[src/rtl/mem_consts.svh]
`ifndef MEM_CONSTS_SVH
`define MEM_CONSTS_SVH

// Exception codes, Cause.ExcCode
`define EXC_INT     5'd0
`define EXC_MOD     5'd1
`define EXC_TLBL    5'd2
`define EXC_TLBS    5'd3
`define EXC_ADEL    5'd4
`define EXC_ADES    5'd5
`define EXC_OV      5'd12
`define EXC_TRAP    5'd13

// dm_sel encodings
`define DMSEL_SB    4'b0000
`define DMSEL_SH    4'b0001
`define DMSEL_SW    4'b0010
`define DMSEL_SWL   4'b0011
`define DMSEL_SWR   4'b0100
`define DMSEL_LBU   4'b0101
`define DMSEL_LB    4'b0110
`define DMSEL_LHU   4'b0111
`define DMSEL_LH    4'b1000
`define DMSEL_LWL   4'b1001
`define DMSEL_LWR   4'b1010
`define DMSEL_LW    4'b1011

// Unmapped kernel segments
`define SEG_KSEG0   3'b100
`define SEG_KSEG1   3'b101

`define CCA_CACHED  3'd3  // Cacheable noncoherent

`endif
[src/rtl/mem_pkg.sv]
`default_nettype none

package mem_pkg;

    typedef struct packed {
        logic [2:0]  seg;
        logic [28:0] seg_off;
    } vaddr_seg_t;

    typedef struct packed {
        logic [19:0] vpn;
        logic [11:0] page_off;
    } vaddr_page_t;

    // Same virtual address, segment or page view
    typedef union packed {
        vaddr_seg_t  segv;
        vaddr_page_t pagev;
    } vaddr_u;

    typedef struct packed {
        logic        access_en;   // Load or store this cycle
        logic        is_store;
        logic        is_load;
        logic [3:0]  dm_sel;
        vaddr_u      vaddr;
        logic [31:0] store_data;
        logic        ll;
        logic        sc;
        logic        overflow;
        logic        trap;
    } mem_req_t;

    typedef struct packed {
        logic        found;
        logic        valid;
        logic        dirty;
        logic [2:0]  cca;
        logic [19:0] pfn;
    } tlb_resp_t;

    typedef struct packed {
        logic        exception;
        logic [4:0]  exc_code;
        logic [31:0] badvaddr;
        logic        tlb_refill;
        logic        tlb_exc;
    } exc_info_t;

    typedef struct packed {
        logic [3:0]  wstrb;
        logic [31:0] wdata;
    } store_lanes_t;

    typedef struct packed {
        logic [4:0] rstrb;
        logic [2:0] size;
    } load_lanes_t;

endpackage

`default_nettype wire

[src/rtl/mem_access_top.sv]
`timescale 1ns/10ps
`default_nettype none

`include "mem_consts.svh"

module mem_access_top (
    input  logic                  clk,
    input  logic                  arst_n,
    input  mem_pkg::mem_req_t     req,
    input  mem_pkg::tlb_resp_t    tlb,
    input  logic [2:0]            k0_cca,
    input  logic                  interrupt,
    output logic [31:0]           paddr,
    output logic                  uncached,
    output mem_pkg::exc_info_t    exc,
    output logic                  dcache_valid,
    output logic                  uncache_valid,
    output logic                  mem_en,
    output mem_pkg::store_lanes_t store,
    output mem_pkg::load_lanes_t  load,
    output logic [31:0]           sc_result
);

    logic mapped;
    logic access_ok;
    logic store_write;
    logic flush;
    logic go;

    addr_xlate u_addr_xlate (
        .vaddr     (req.vaddr),
        .access_en (req.access_en),
        .tlb       (tlb),
        .k0_cca    (k0_cca),
        .paddr     (paddr),
        .mapped    (mapped),
        .uncached  (uncached)
    );

    ll_sc_monitor u_ll_sc_monitor (
        .clk       (clk),
        .arst_n    (arst_n),
        .flush     (flush),
        .ll        (req.ll),
        .sc        (req.sc),
        .vaddr     (req.vaddr),
        .access_ok (access_ok)
    );

    assign store_write = req.is_store & access_ok;  // Failed SC writes nothing

    mem_exc_detect u_mem_exc_detect (
        .req         (req),
        .tlb         (tlb),
        .mapped      (mapped),
        .store_write (store_write),
        .interrupt   (interrupt),
        .exc         (exc)
    );

    assign flush = exc.exception;

    access_lane_gen u_access_lane_gen (
        .dm_sel     (req.dm_sel),
        .addr_low   (paddr[1:0]),
        .store_data (req.store_data),
        .store      (store),
        .load       (load)
    );

    assign go            = req.access_en & access_ok;
    assign dcache_valid  = go & ~uncached;
    assign uncache_valid = go & uncached;
    assign mem_en        = go & ~exc.exception;
    assign sc_result     = {31'b0, dcache_valid | uncache_valid};

    // Code picked by the detector must be one the CP0 side handles
    a_exc_code_legal: assert property (
        @(posedge clk) disable iff (!arst_n)
        exc.exception |-> exc.exc_code inside {`EXC_INT, `EXC_MOD, `EXC_TLBL, `EXC_TLBS,
                                               `EXC_ADEL, `EXC_ADES, `EXC_OV, `EXC_TRAP}
    ) else $error("Illegal exception code %0d", exc.exc_code);

    a_wstrb_nonzero: assert property (
        @(posedge clk) disable iff (!arst_n)
        store.wstrb != 4'b0000
    ) else $error("Store strobe is zero");

endmodule

`default_nettype wire

[src/rtl/access_lane_gen.sv]
`timescale 1ns/10ps
`default_nettype none

`include "mem_consts.svh"

module access_lane_gen (
    input  logic [3:0]            dm_sel,
    input  logic [1:0]            addr_low,
    input  logic [31:0]           store_data,
    output mem_pkg::store_lanes_t store,
    output mem_pkg::load_lanes_t  load
);

    always_comb begin
        case (dm_sel)
            `DMSEL_SB: begin
                store.wstrb = 4'b0001 << addr_low;
                store.wdata = {4{store_data[7:0]}};
            end
            `DMSEL_SH: begin
                store.wstrb = addr_low[1] ? 4'b1100 : 4'b0011;
                store.wdata = {2{store_data[15:0]}};
            end
            `DMSEL_SWL: begin
                case (addr_low)
                    2'b00: begin
                        store.wstrb = 4'b0001;
                        store.wdata = {4{store_data[31:24]}};
                    end
                    2'b01: begin
                        store.wstrb = 4'b0011;
                        store.wdata = {2{store_data[31:16]}};
                    end
                    2'b10: begin
                        store.wstrb = 4'b0111;
                        store.wdata = {8'b0, store_data[31:8]};
                    end
                    default: begin
                        store.wstrb = 4'b1111;
                        store.wdata = store_data;
                    end
                endcase
            end
            `DMSEL_SWR: begin
                case (addr_low)
                    2'b00: begin
                        store.wstrb = 4'b1111;
                        store.wdata = store_data;
                    end
                    2'b01: begin
                        store.wstrb = 4'b1110;
                        store.wdata = {store_data[23:0], 8'b0};
                    end
                    2'b10: begin
                        store.wstrb = 4'b1100;
                        store.wdata = {2{store_data[15:0]}};
                    end
                    default: begin
                        store.wstrb = 4'b1000;
                        store.wdata = {4{store_data[7:0]}};
                    end
                endcase
            end
            default: begin  // SW, SC
                store.wstrb = 4'b1111;
                store.wdata = store_data;
            end
        endcase
    end

    // rstrb = {word, signed, half, byte offset}
    always_comb begin
        case (dm_sel)
            `DMSEL_LBU: load.rstrb = {3'b000, addr_low};
            `DMSEL_LB:  load.rstrb = {3'b010, addr_low};
            `DMSEL_LHU: load.rstrb = {3'b001, addr_low[1], 1'b0};
            `DMSEL_LH:  load.rstrb = {3'b011, addr_low[1], 1'b0};
            `DMSEL_LWL: begin
                case (addr_low)
                    2'b00:   load.rstrb = 5'b11000;
                    2'b01:   load.rstrb = 5'b11100;
                    2'b10:   load.rstrb = 5'b11110;
                    default: load.rstrb = 5'b11111;
                endcase
            end
            `DMSEL_LWR: begin
                case (addr_low)
                    2'b00:   load.rstrb = 5'b11111;
                    2'b01:   load.rstrb = 5'b10111;
                    2'b10:   load.rstrb = 5'b10011;
                    default: load.rstrb = 5'b10001;
                endcase
            end
            default:    load.rstrb = 5'b11111;  // LW, LL
        endcase
    end

    always_comb begin
        case (dm_sel)
            `DMSEL_SB, `DMSEL_LBU, `DMSEL_LB: load.size = 3'd0;
            `DMSEL_SH, `DMSEL_LHU, `DMSEL_LH: load.size = 3'd1;
            default:                          load.size = 3'd2;
        endcase
    end

endmodule

`default_nettype wire

[src/rtl/ll_sc_monitor.sv]
`timescale 1ns/10ps
`default_nettype none

module ll_sc_monitor (
    input  logic        clk,
    input  logic        arst_n,
    input  logic        flush,
    input  logic        ll,
    input  logic        sc,
    input  logic [31:0] vaddr,
    output logic        access_ok
);

    logic        ll_bit;
    logic [31:0] ll_addr;
    logic        sc_pass;

    // Any exception in the stage kills the reservation
    always_ff @(posedge clk or negedge arst_n) begin
        if (!arst_n) begin
            ll_bit <= 1'b0;
        end else if (flush) begin
            ll_bit <= 1'b0;
        end else if (ll) begin
            ll_bit <= 1'b1;
        end
    end

    always_ff @(posedge clk) begin
        if (ll) begin
            ll_addr <= vaddr;
        end
    end

    assign sc_pass   = ll_bit & (ll_addr == vaddr);
    assign access_ok = ~sc | sc_pass;  // Only a failing SC blocks

    a_ll_sc_exclusive: assert property (
        @(posedge clk) disable iff (!arst_n)
        !(ll && sc)
    ) else $error("LL and SC in the same cycle");

endmodule

`default_nettype wire

[src/rtl/mem_exc_detect.sv]
`timescale 1ns/10ps
`default_nettype none

`include "mem_consts.svh"

module mem_exc_detect (
    input  mem_pkg::mem_req_t  req,
    input  mem_pkg::tlb_resp_t tlb,
    input  logic               mapped,
    input  logic               store_write,
    input  logic               interrupt,
    output mem_pkg::exc_info_t exc
);

    logic        tlb_hit;
    logic        tlbl;
    logic        tlbs;
    logic        tlbmod;
    logic        ades;
    logic        adel;
    logic [1:0]  lsb;
    logic [4:0]  tlb_code;

    assign tlb_hit = tlb.found & tlb.valid;
    assign lsb     = req.vaddr.pagev.page_off[1:0];

    assign tlbl   = mapped & ~store_write & ~tlb_hit;
    assign tlbs   = mapped & store_write & ~tlb_hit;
    assign tlbmod = mapped & store_write & tlb_hit & ~tlb.dirty;  // Write to clean page

    assign tlb_code = tlbl ? `EXC_TLBL :
                      tlbs ? `EXC_TLBS : `EXC_MOD;

    assign ades = req.is_store &
                  (((req.dm_sel == `DMSEL_SW) & (lsb != 2'b00)) |
                   ((req.dm_sel == `DMSEL_SH) & lsb[0]));
    assign adel = req.is_load &
                  (((req.dm_sel == `DMSEL_LW) & (lsb != 2'b00)) |
                   (((req.dm_sel == `DMSEL_LHU) | (req.dm_sel == `DMSEL_LH)) & lsb[0]));

    assign exc.tlb_refill = mapped & ~tlb.found;
    assign exc.tlb_exc    = tlbl | tlbs | tlbmod;
    assign exc.exception  = interrupt | req.overflow | req.trap | ades | adel
                          | tlbl | tlbs | tlbmod;

    // Priority order follows the pipeline's exception ranking
    always_comb begin
        if (interrupt) begin
            exc.exc_code = `EXC_INT;
            exc.badvaddr = 32'd0;
        end else if (req.overflow) begin
            exc.exc_code = `EXC_OV;
            exc.badvaddr = 32'd0;
        end else if (req.trap) begin
            exc.exc_code = `EXC_TRAP;
            exc.badvaddr = 32'd0;
        end else if (ades) begin
            exc.exc_code = `EXC_ADES;
            exc.badvaddr = req.vaddr;
        end else if (adel) begin
            exc.exc_code = `EXC_ADEL;
            exc.badvaddr = req.vaddr;
        end else begin
            exc.exc_code = tlb_code;
            exc.badvaddr = req.vaddr;
        end
    end

endmodule

`default_nettype wire

[src/rtl/addr_xlate.sv]
`timescale 1ns/10ps
`default_nettype none

`include "mem_consts.svh"

module addr_xlate (
    input  mem_pkg::vaddr_u    vaddr,
    input  logic               access_en,
    input  mem_pkg::tlb_resp_t tlb,
    input  logic [2:0]         k0_cca,
    output logic [31:0]        paddr,
    output logic               mapped,
    output logic               uncached
);

    logic [2:0] seg;
    logic       kseg0;
    logic       kseg1;
    logic       k0_cached;
    logic       tlb_cached;

    assign seg = vaddr.segv.seg;

    // useg, kseg2 and kseg3 go through the TLB
    assign mapped = (~seg[2] | (seg[2] & seg[1])) & access_en;

    always_comb begin
        if (mapped) begin
            paddr = {tlb.pfn, vaddr.pagev.page_off};
        end else begin
            paddr = {3'b000, vaddr.segv.seg_off};  // Strip segment bits
        end
    end

    assign kseg0      = (seg == `SEG_KSEG0);
    assign kseg1      = (seg == `SEG_KSEG1);
    assign k0_cached  = (k0_cca == `CCA_CACHED);
    assign tlb_cached = (tlb.cca == `CCA_CACHED);

    // kseg1 never cached
    assign uncached = ~((kseg0 & k0_cached) | (~kseg0 & ~kseg1 & tlb_cached));

endmodule

`default_nettype wire

[config.mk]
export PLATFORM = sky130hd
export DESIGN_NAME = mem_access_top
export DESIGN_NICKNAME = d
export VERILOG_FILES = /design/src/rtl/mem_pkg.sv /design/src/rtl/mem_access_top.sv /design/src/rtl/access_lane_gen.sv /design/src/rtl/ll_sc_monitor.sv /design/src/rtl/mem_exc_detect.sv /design/src/rtl/addr_xlate.sv
export VERILOG_INCLUDE_DIRS = /design/src /design/src/rtl
export SDC_FILE = /design/constraint.sdc
export NUM_CORES = 1
export LEC_CHECK = 0
export BUFFER_PORTS_ARGS = -buffer_cell sky130_fd_sc_hd__buf_2
export CAP_MARGIN = 15
export CORE_ASPECT_RATIO = 0.75
export CORE_UTILIZATION = 38
export DETAILED_ROUTE_END_ITERATION = 10
export PLACE_DENSITY = 0.83
export SKIP_CTS_REPAIR_TIMING = 1
export SLEW_MARGIN = 20
export SYNTH_ARGS = -nofsm -noshare
export SYNTH_HDL_FRONTEND = slang
export SYNTH_SLANG_ARGS = --single-unit
[constraint.sdc]
create_clock -name clk -period 1.6 [get_ports clk]
set_input_delay 0.08 -clock clk [delete_from_list [all_inputs] [get_ports clk]]
set_output_delay 0.08 -clock clk [all_outputs]
set_load 0.02 [all_outputs]
==> flow_summary.json, run 1 <==
{
  "outcome": "complete, but fails checks",
  "failed_checks": "negative setup slack",
  "gp_congestion": 0.908,
  "dr_total_vias": 4485,
  "routedWlPerCell_um": 16.0,
  "grt_pass1_wl_um": 20400,
  "p_switching_mw": 1.27,
  "clockPowerShare_pct": 29.7,
  "cts-buffers-inserted": 5,
  "post-synth-top-count-cell": "sky130_fd_sc_hd__buf_4",
  "ant_nets": 0,
  "worst-endpoint-arrival_ns": 1.93,
  "grt-ovfl-total": 0,
  "ys_top_cells_by_count": "49 x sky130_fd_sc_hd__buf_4, 38 x sky130_fd_sc_hd__mux2_2, 36 x sky130_fd_sc_hd__nand2_1",
  "final-seq-area_um2": 986,
  "dieArea_um2": 11000,
  "post_dp_cell_area_um2": 5400,
  "regToRegStartpoint": "u_ll_sc_monitor.ll_addr[30]$_DFFE_PP_",
  "fraction_of_post_synthesis_cell_area_in_the_top_cell_type_by_area_pct": 23.9,
  "cp-endpoint": "mem_en",
  "fp.coreArea_um2": 10300,
  "leakage_nw": 2.68,
  "synth_xor_area_share_pct": 7.40,
  "power.sequential.fraction_pct": 28.8,
  "area_delta_synth_final_pct": 42.2,
  "yosys.area_share.simple_pct": 21.7,
  "power.switching_fraction_pct": 34.7,
  "ctsLongestPathBuffers": 2,
  "crit_type": "reg2out",
  "remaining_drc_errors": 0,
  "dieHeight_um": 91.1,
  "hp-start": "req[46]",
  "antenna_found_initial": 0,
  "hp-class": "in2reg",
  "ff2ff_setup_slack_ns": -0.05,
  "synth-async-reset-ratio_pct": 3.03,
  "number_of_maximum_capacitance_violations": 0,
  "multiInputGateArea_um2": 2720,
  "post-route-period-util_pct": 125,
  "drt_first_iter_violations": 482,
  "largest_family_of_logic_cells_by_synthesized_area": "simple AND/OR/NAND/NOR gates",
  "fin_skew_ns": 0.00199,
  "cell_pwr_density_nw_per_um2": 640,
  "cts.sinks": 33,
  "global_route.peak_usage_layer": "met2",
  "critPathLaunchType": "register",
  "drt_pass1_iterations": 5,
  "synth_area_leader_cell": "sky130_fd_sc_hd__edfxtp_1",
  "clock-root-buffer": "sky130_fd_sc_hd__clkbuf_16",
  "final.setup.worst_slack_ns": -0.407,
  "grt_start_max_net_pins": 34,
  "min_period_ns": 2.01,
  "total_of_warnings_raised_by_yosys": 0,
  "route.final.wire_length_um": 13400,
  "grt_pass1_vias": 4113,
  "ff2ff_path_depth": 5,
  "h-tree-depth": 2,
  "grt_use_met2_pct": 37.1,
  "timing.final.max_slew_violations": 0,
  "setup_violations": 8,
  "tritoncts": "built",
  "design_internal_power_mw": 2.39,
  "design_power_total_mw": 3.66,
  "largest_cells_by_area_after_synthesis": "sky130_fd_sc_hd__edfxtp_1 24%, sky130_fd_sc_hd__mux2_2 11%, sky130_fd_sc_hd__buf_4 9.1%",
  "synth-edff-count": 32,
  "postSynth.topFlopCell": "sky130_fd_sc_hd__edfxtp_1",
  "seq_area_frac_synth_pct": 24.5,
  "filler_cell_count": 958,
  "hpwl_um": 10500,
  "achievable-frequency_mhz": 498,
  "grt_use_met3_pct": 4.71,
  "hold_viol": 0,
  "initial_utilization_pct": 39.1,
  "die_width_um": 121,
  "drive_gt1_share_pct": 50.4,
  "max-vdd-ir-drop_v": 0.000508,
  "synth_compound_area_share_pct": 18.6,
  "clkTransAtPathRegs_ns": 0.06,
  "grt_use_total_pct": 23.3,
  "placement.io_buffers": 225,
  "combPwrFrac_pct": 41.6,
  "grtUsageMet1_pct": 32.0,
  "worst_r2r_endpoint": "u_ll_sc_monitor.ll_bit$_DFFE_PN0P_",
  "pin_count": 259,
  "vias_per_cell": 5.33,
  "required_ns": 1.52,
  "antenna-diode-count": 0,
  "synth-adder-area-share_pct": 0.249,
  "crit_path_max_fanout": 4,
  "row_count": 32,
  "syn-instance-count": 458,
  "postSynthRegisterBits": 33,
  "post_synth_mux_area_share_pct": 14.4,
  "synthesis.area_um2": 4030,
  "rsz_0062_raised_after_global_routing": "true",
  "layout.nets": 812,
  "final_cell_area_um2": 5720,
  "yosys.cell_types.count": 59,
  "timing.critical_path.from": "u_ll_sc_monitor.ll_addr[30]$_DFFE_PP_",
  "synth_area_per_cell_um2": 8.79,
  "end_kind": "output pin",
  "clk_latency_ns": 0.27
}
[layer usage]
metal / vias to the layer above / share of wire, %
met5: - / 0
met4: 0 / 0.92
met3: 13 / 7.1
met2: 215 / 48
met1: 2145 / 44
li1: 2112 / -
[critical path, cell delays in order, from the launching register on]
cell	delay [ns]
sky130_fd_sc_hd__edfxtp_1	0.39
sky130_fd_sc_hd__xnor2_1	0.16
sky130_fd_sc_hd__nand4_1	0.18
sky130_fd_sc_hd__nor4_4	0.41
sky130_fd_sc_hd__a31oi_4	0.17
sky130_fd_sc_hd__nor4_4	0.17
sky130_fd_sc_hd__buf_4	0.18
[logic make-up after synthesis]
logic type	Yosys count
flip-flops	33
AO/OA/AOI/OAI	101
other	1
multiplexers	48
buffers and inverters	78
XOR/XNOR	34
AND/OR/NAND/NOR	162
adder cells (fa/ha/maj)	1
[how the worst min path moves through the flow]
stage	endpoint	slack (ns)	depth (start not counted)
after floorplan	u_ll_sc_monitor.ll_bit$_DFFE_PN0P_	-0.22	0
after global placement	u_ll_sc_monitor.ll_bit$_DFFE_PN0P_	-0.13	1
after detailed placement	u_ll_sc_monitor.ll_bit$_DFFE_PN0P_	-0.13	1
after CTS	u_ll_sc_monitor.ll_bit$_DFFE_PN0P_	-0.42	1
after global routing	u_ll_sc_monitor.ll_addr[23]$_DFFE_PP_	0.03	1
final	u_ll_sc_monitor.ll_addr[10]$_DFFE_PP_	0.04	1
[final cells by class]
type / count / share of cell area [%]
Multi-Input combinational cell: 379 / 47.5
Sequential cell: 33 / 17.2
Clock inverter: 3 / 0.721
Inverter: 4 / 0.262
Tap cell: 136 / 2.97
Timing Repair Buffer: 282 / 29.1
Clock buffer: 5 / 2.19
[state kept, by name, indices dropped and copies added, names as in the netlist]
| name | count |
|---|---|
| u_ll_sc_monitor.ll_addr | 32 |
| u_ll_sc_monitor.ll_bit | 1 |
[power groups by stage]
| stage | combinational, mW | sequential (mW) | clock (mW) |
|---|---|---|---|
| floorplan | 0.969 | 1.07 | 0 |
| global placement | 1.44 | 1.07 | 0 |
| detailed placement | 1.47 | 1.07 | 0 |
| CTS | 1.47 | 1.05 | 1.11 |
| global route | 1.63 | 1.06 | 1.14 |
| finish | 1.52 | 1.05 | 1.09 |
[cells in the final DEF, fill, tap and decap left out, types with 5 or more instances in the layout]
cell type and count:
sky130_fd_sc_hd__nand4_1 9, sky130_fd_sc_hd__a31oi_1 5, sky130_fd_sc_hd__nor2_1 29, sky130_fd_sc_hd__and2_1 32, sky130_fd_sc_hd__nand3_1 10, sky130_fd_sc_hd__clkbuf_16 5
sky130_fd_sc_hd__buf_2 214, sky130_fd_sc_hd__nand2b_1 7, sky130_fd_sc_hd__nor3_2 5, sky130_fd_sc_hd__and3_1 5, sky130_fd_sc_hd__a222oi_1 12, sky130_fd_sc_hd__edfxtp_1 32
sky130_fd_sc_hd__a22oi_1 5, sky130_fd_sc_hd__conb_1 33, sky130_fd_sc_hd__a21oi_1 12, sky130_fd_sc_hd__a211oi_1 7, sky130_fd_sc_hd__xnor2_1 33, sky130_fd_sc_hd__buf_4 53
sky130_fd_sc_hd__buf_6 10, sky130_fd_sc_hd__nand2_1 35, sky130_fd_sc_hd__a221o_1 7, sky130_fd_sc_hd__nor2b_1 9, sky130_fd_sc_hd__o21ai_0 19, sky130_fd_sc_hd__mux2_2 38
[stage by stage]
step                      setup WS [ns]  hold WS (ns)  TNS [ns]  util [%]  instances
after floorplan                 -0.0370        -0.216   -0.0665         -        490
after global placement           -0.211        -0.129    -0.966      52.5        833
after detailed placement         -0.292        -0.131     -1.39      52.5        833
after CTS                        -0.595        -0.425     -3.61      54.1        841
after global routing             -0.550        0.0318     -3.87      55.6        842
final                            -0.407        0.0378     -2.65      55.6        842
Note: power is estimated with default switching activity, not from simulation.
==> run 2: changes to the inputs <==
- CAP_MARGIN: 15 -> not set
- PLACE_DENSITY: 0.83 -> not set
- PLACE_DENSITY_LB_ADDON: not set -> 0.1
- RECOVER_POWER: not set -> 50
==> flow_summary.json, run 2 (synthesis results as in run 1) <==
{
  "outcome": "complete, but fails checks",
  "failed_checks": "negative setup slack",
  "antenna_found_initial": 0,
  "power.switching_fraction_pct": 36.1,
  "route.final.wire_length_um": 13000,
  "dpl.cell_count": 830,
  "rsz_0062_raised_after_global_routing": "true",
  "clkTransAtPathRegs_ns": 0.06,
  "ff2ff_setup_slack_ns": -0.13,
  "multiInputGateArea_um2": 2710,
  "h-tree-depth": 2,
  "regMostFlops": "u_ll_sc_monitor.ll_addr",
  "clk_latency_ns": 0.27,
  "slowest_delay_ns": 0.40,
  "grt_pass1_wl_um": 20200,
  "grt-ovfl-total": 0,
  "slowest_stage": "sky130_fd_sc_hd__nor4_4",
  "post-route-period-util_pct": 128,
  "filler_cell_count": 951,
  "worst_r2r_endpoint": "u_ll_sc_monitor.ll_bit$_DFFE_PN0P_",
  "ff2ff_path_depth": 6,
  "critPathLaunchType": "register",
  "number_of_maximum_capacitance_violations": 0,
  "setup_tns_ns": -7.28,
  "hold_viol": 0,
  "regToRegStartpoint": "u_ll_sc_monitor.ll_addr[11]$_DFFE_PP_",
  "crit_type": "reg2out",
  "hpwl_um": 10300,
  "grt_pass1_vias": 4053,
  "grt_use_total_pct": 22.7,
  "dr_total_vias": 4344,
  "tightestPinTransition_ns": 0.797,
  "design_internal_power_mw": 2.21,
  "cell_by_cell_listing_of_the_critical_path": "xnor2_1 -> nand4_1 -> nor4_4 -> buf_4 -> nand4_1 -> nand2_1 -> buf_6",
  "pin_count": 259,
  "worst-endpoint-arrival_ns": 1.98,
  "area_delta_synth_final_pct": 39.9,
  "final-seq-area_um2": 986,
  "ctsLongestPathBuffers": 2,
  "tritoncts": "built",
  "crit_path_max_fanout": 3,
  "drt_first_iter_violations": 316,
  "clockPowerShare_pct": 26.4,
  "hp-class": "in2reg",
  "cell_pwr_density_nw_per_um2": 614,
  "cp-endpoint": "exc[0]",
  "final.setup.worst_slack_ns": -0.456,
  "post-route-util_pct": 54.7,
  "cts-buffers-inserted": 5,
  "power.sequential.fraction_pct": 30.5,
  "fp.coreArea_um2": 10300,
  "layoutNonFillerInstCount": 841,
  "achievable-frequency_mhz": 486,
  "detailedPlace.worstSlack_ns": -0.279,
  "end_kind": "output pin",
  "die_width_um": 121,
  "layout_top_registers": "u_ll_sc_monitor.ll_addr x32, u_ll_sc_monitor.ll_bit x1",
  "max-vdd-ir-drop_v": 0.000705,
  "clock-root-buffer": "sky130_fd_sc_hd__clkbuf_16",
  "path_common_cell": "sky130_fd_sc_hd__nand4_1",
  "timing.final.max_slew_violations": 0,
  "fin_skew_ns": 0.00545,
  "dieArea_um2": 11000,
  "cts.sinks": 33,
  "hp-start": "req[61]",
  "placement.io_buffers": 225,
  "required_ns": 1.52,
  "layout.nets": 811,
  "p_switching_mw": 1.25,
  "vias_per_cell": 5.17,
  "drt_pass1_iterations": 5,
  "layout_common_cells": "170 x sky130_fd_sc_hd__buf_2, 50 x sky130_fd_sc_hd__clkbuf_1, 38 x sky130_fd_sc_hd__mux2_2, 37 x sky130_fd_sc_hd__buf_4, 36 x sky130_fd_sc_hd__nand2_1",
  "mostFrequentLayoutCell": "sky130_fd_sc_hd__buf_2",
  "antenna-diode-count": 0,
  "min_period_ns": 2.06,
  "design_power_total_mw": 3.46,
  "routedWlPerCell_um": 15.4,
  "ant_nets": 0,
  "largest_reg_flops": 32,
  "row_count": 32,
  "initial_utilization_pct": 39.1,
  "combPwrFrac_pct": 43.2,
  "remaining_drc_errors": 0,
  "drive_gt1_share_pct": 43.0,
  "setup_violations": 38,
  "timing.critical_path.from": "u_ll_sc_monitor.ll_addr[11]$_DFFE_PP_",
  "slew-limit-headroom_pct": 46.9,
  "grt_start_max_net_pins": 33,
  "leakage_nw": 2.52,
  "gp_congestion": 0.871,
  "dieHeight_um": 91.1
}
==> run 2: cell count changes in the layout (fill, tap and decap cells not counted), sizes merged <==
cell    previous run  this run
clkinv             1         3
buf              281       223
clkbuf             5        62
bufinv             1         0
inv                4         3
==> run 2: how the worst min path moves through the flow <==
| stage | endpoint | slack [ns] | cells past startpoint |
|---|---|---|---|
| global route | u_ll_sc_monitor.ll_addr[18]$_DFFE_PP_ | 0.11 | 1 |
| global placement | u_ll_sc_monitor.ll_bit$_DFFE_PN0P_ | -0.14 | 1 |
| CTS | u_ll_sc_monitor.ll_bit$_DFFE_PN0P_ | -0.43 | 1 |
| floorplan | u_ll_sc_monitor.ll_bit$_DFFE_PN0P_ | -0.22 | 0 |
| finish | u_ll_sc_monitor.ll_addr[25]$_DFFE_PP_ | 0.09 | 1 |
| detailed placement | u_ll_sc_monitor.ll_bit$_DFFE_PN0P_ | -0.14 | 1 |
==> run 2: layout make-up <==
type / instances / area share (%)
clock buffer: 5 / 2.22
multi-input combinational: 379 / 48.1
clock inverter: 3 / 0.311
timing repair buffer: 281 / 28.5
sequential: 33 / 17.5
inverter: 4 / 0.333
tap: 136 / 3.02
==> run 2: power by group through the flow <==
stage               Sequential [mW]  Combinational (mW)  Clock, mW
floorplan                      1.07               0.969          0
global placement               1.07                1.45          0
detailed placement             1.07                1.47          0
CTS                            1.05                1.47      0.931
global route                   1.06                1.61      0.965
finish                         1.05                1.49      0.911
==> run 2: metrics by stage <==
stage	hold WS (ns)	cell area, µm²
2_1_floorplan	-0.216	4170
3_3_place_gp	-0.144	5420
3_5_place_dp	-0.143	5420
4_1_cts	-0.432	5560
5_1_grt	0.105	5630
6_report	0.0914	5630
==> run 2: layer usage <==
layer	share of wire [%]	global-route usage [%]	vias to the layer above
met4	0.49	2.88	0
met3	7.7	3.58	4
met1	46	33.2	2013
met5	0	0	-
met2	46	35.8	210
li1	-	-	2117
==> run 2: worst max-delay path: cells and delay by family (launching register included) <==
family | cells | cell delay, ns
xor+xnor | 1 | 0.18
buf+inv | 2 | 0.29
flops | 1 | 0.38
simple gates | 4 | 0.84
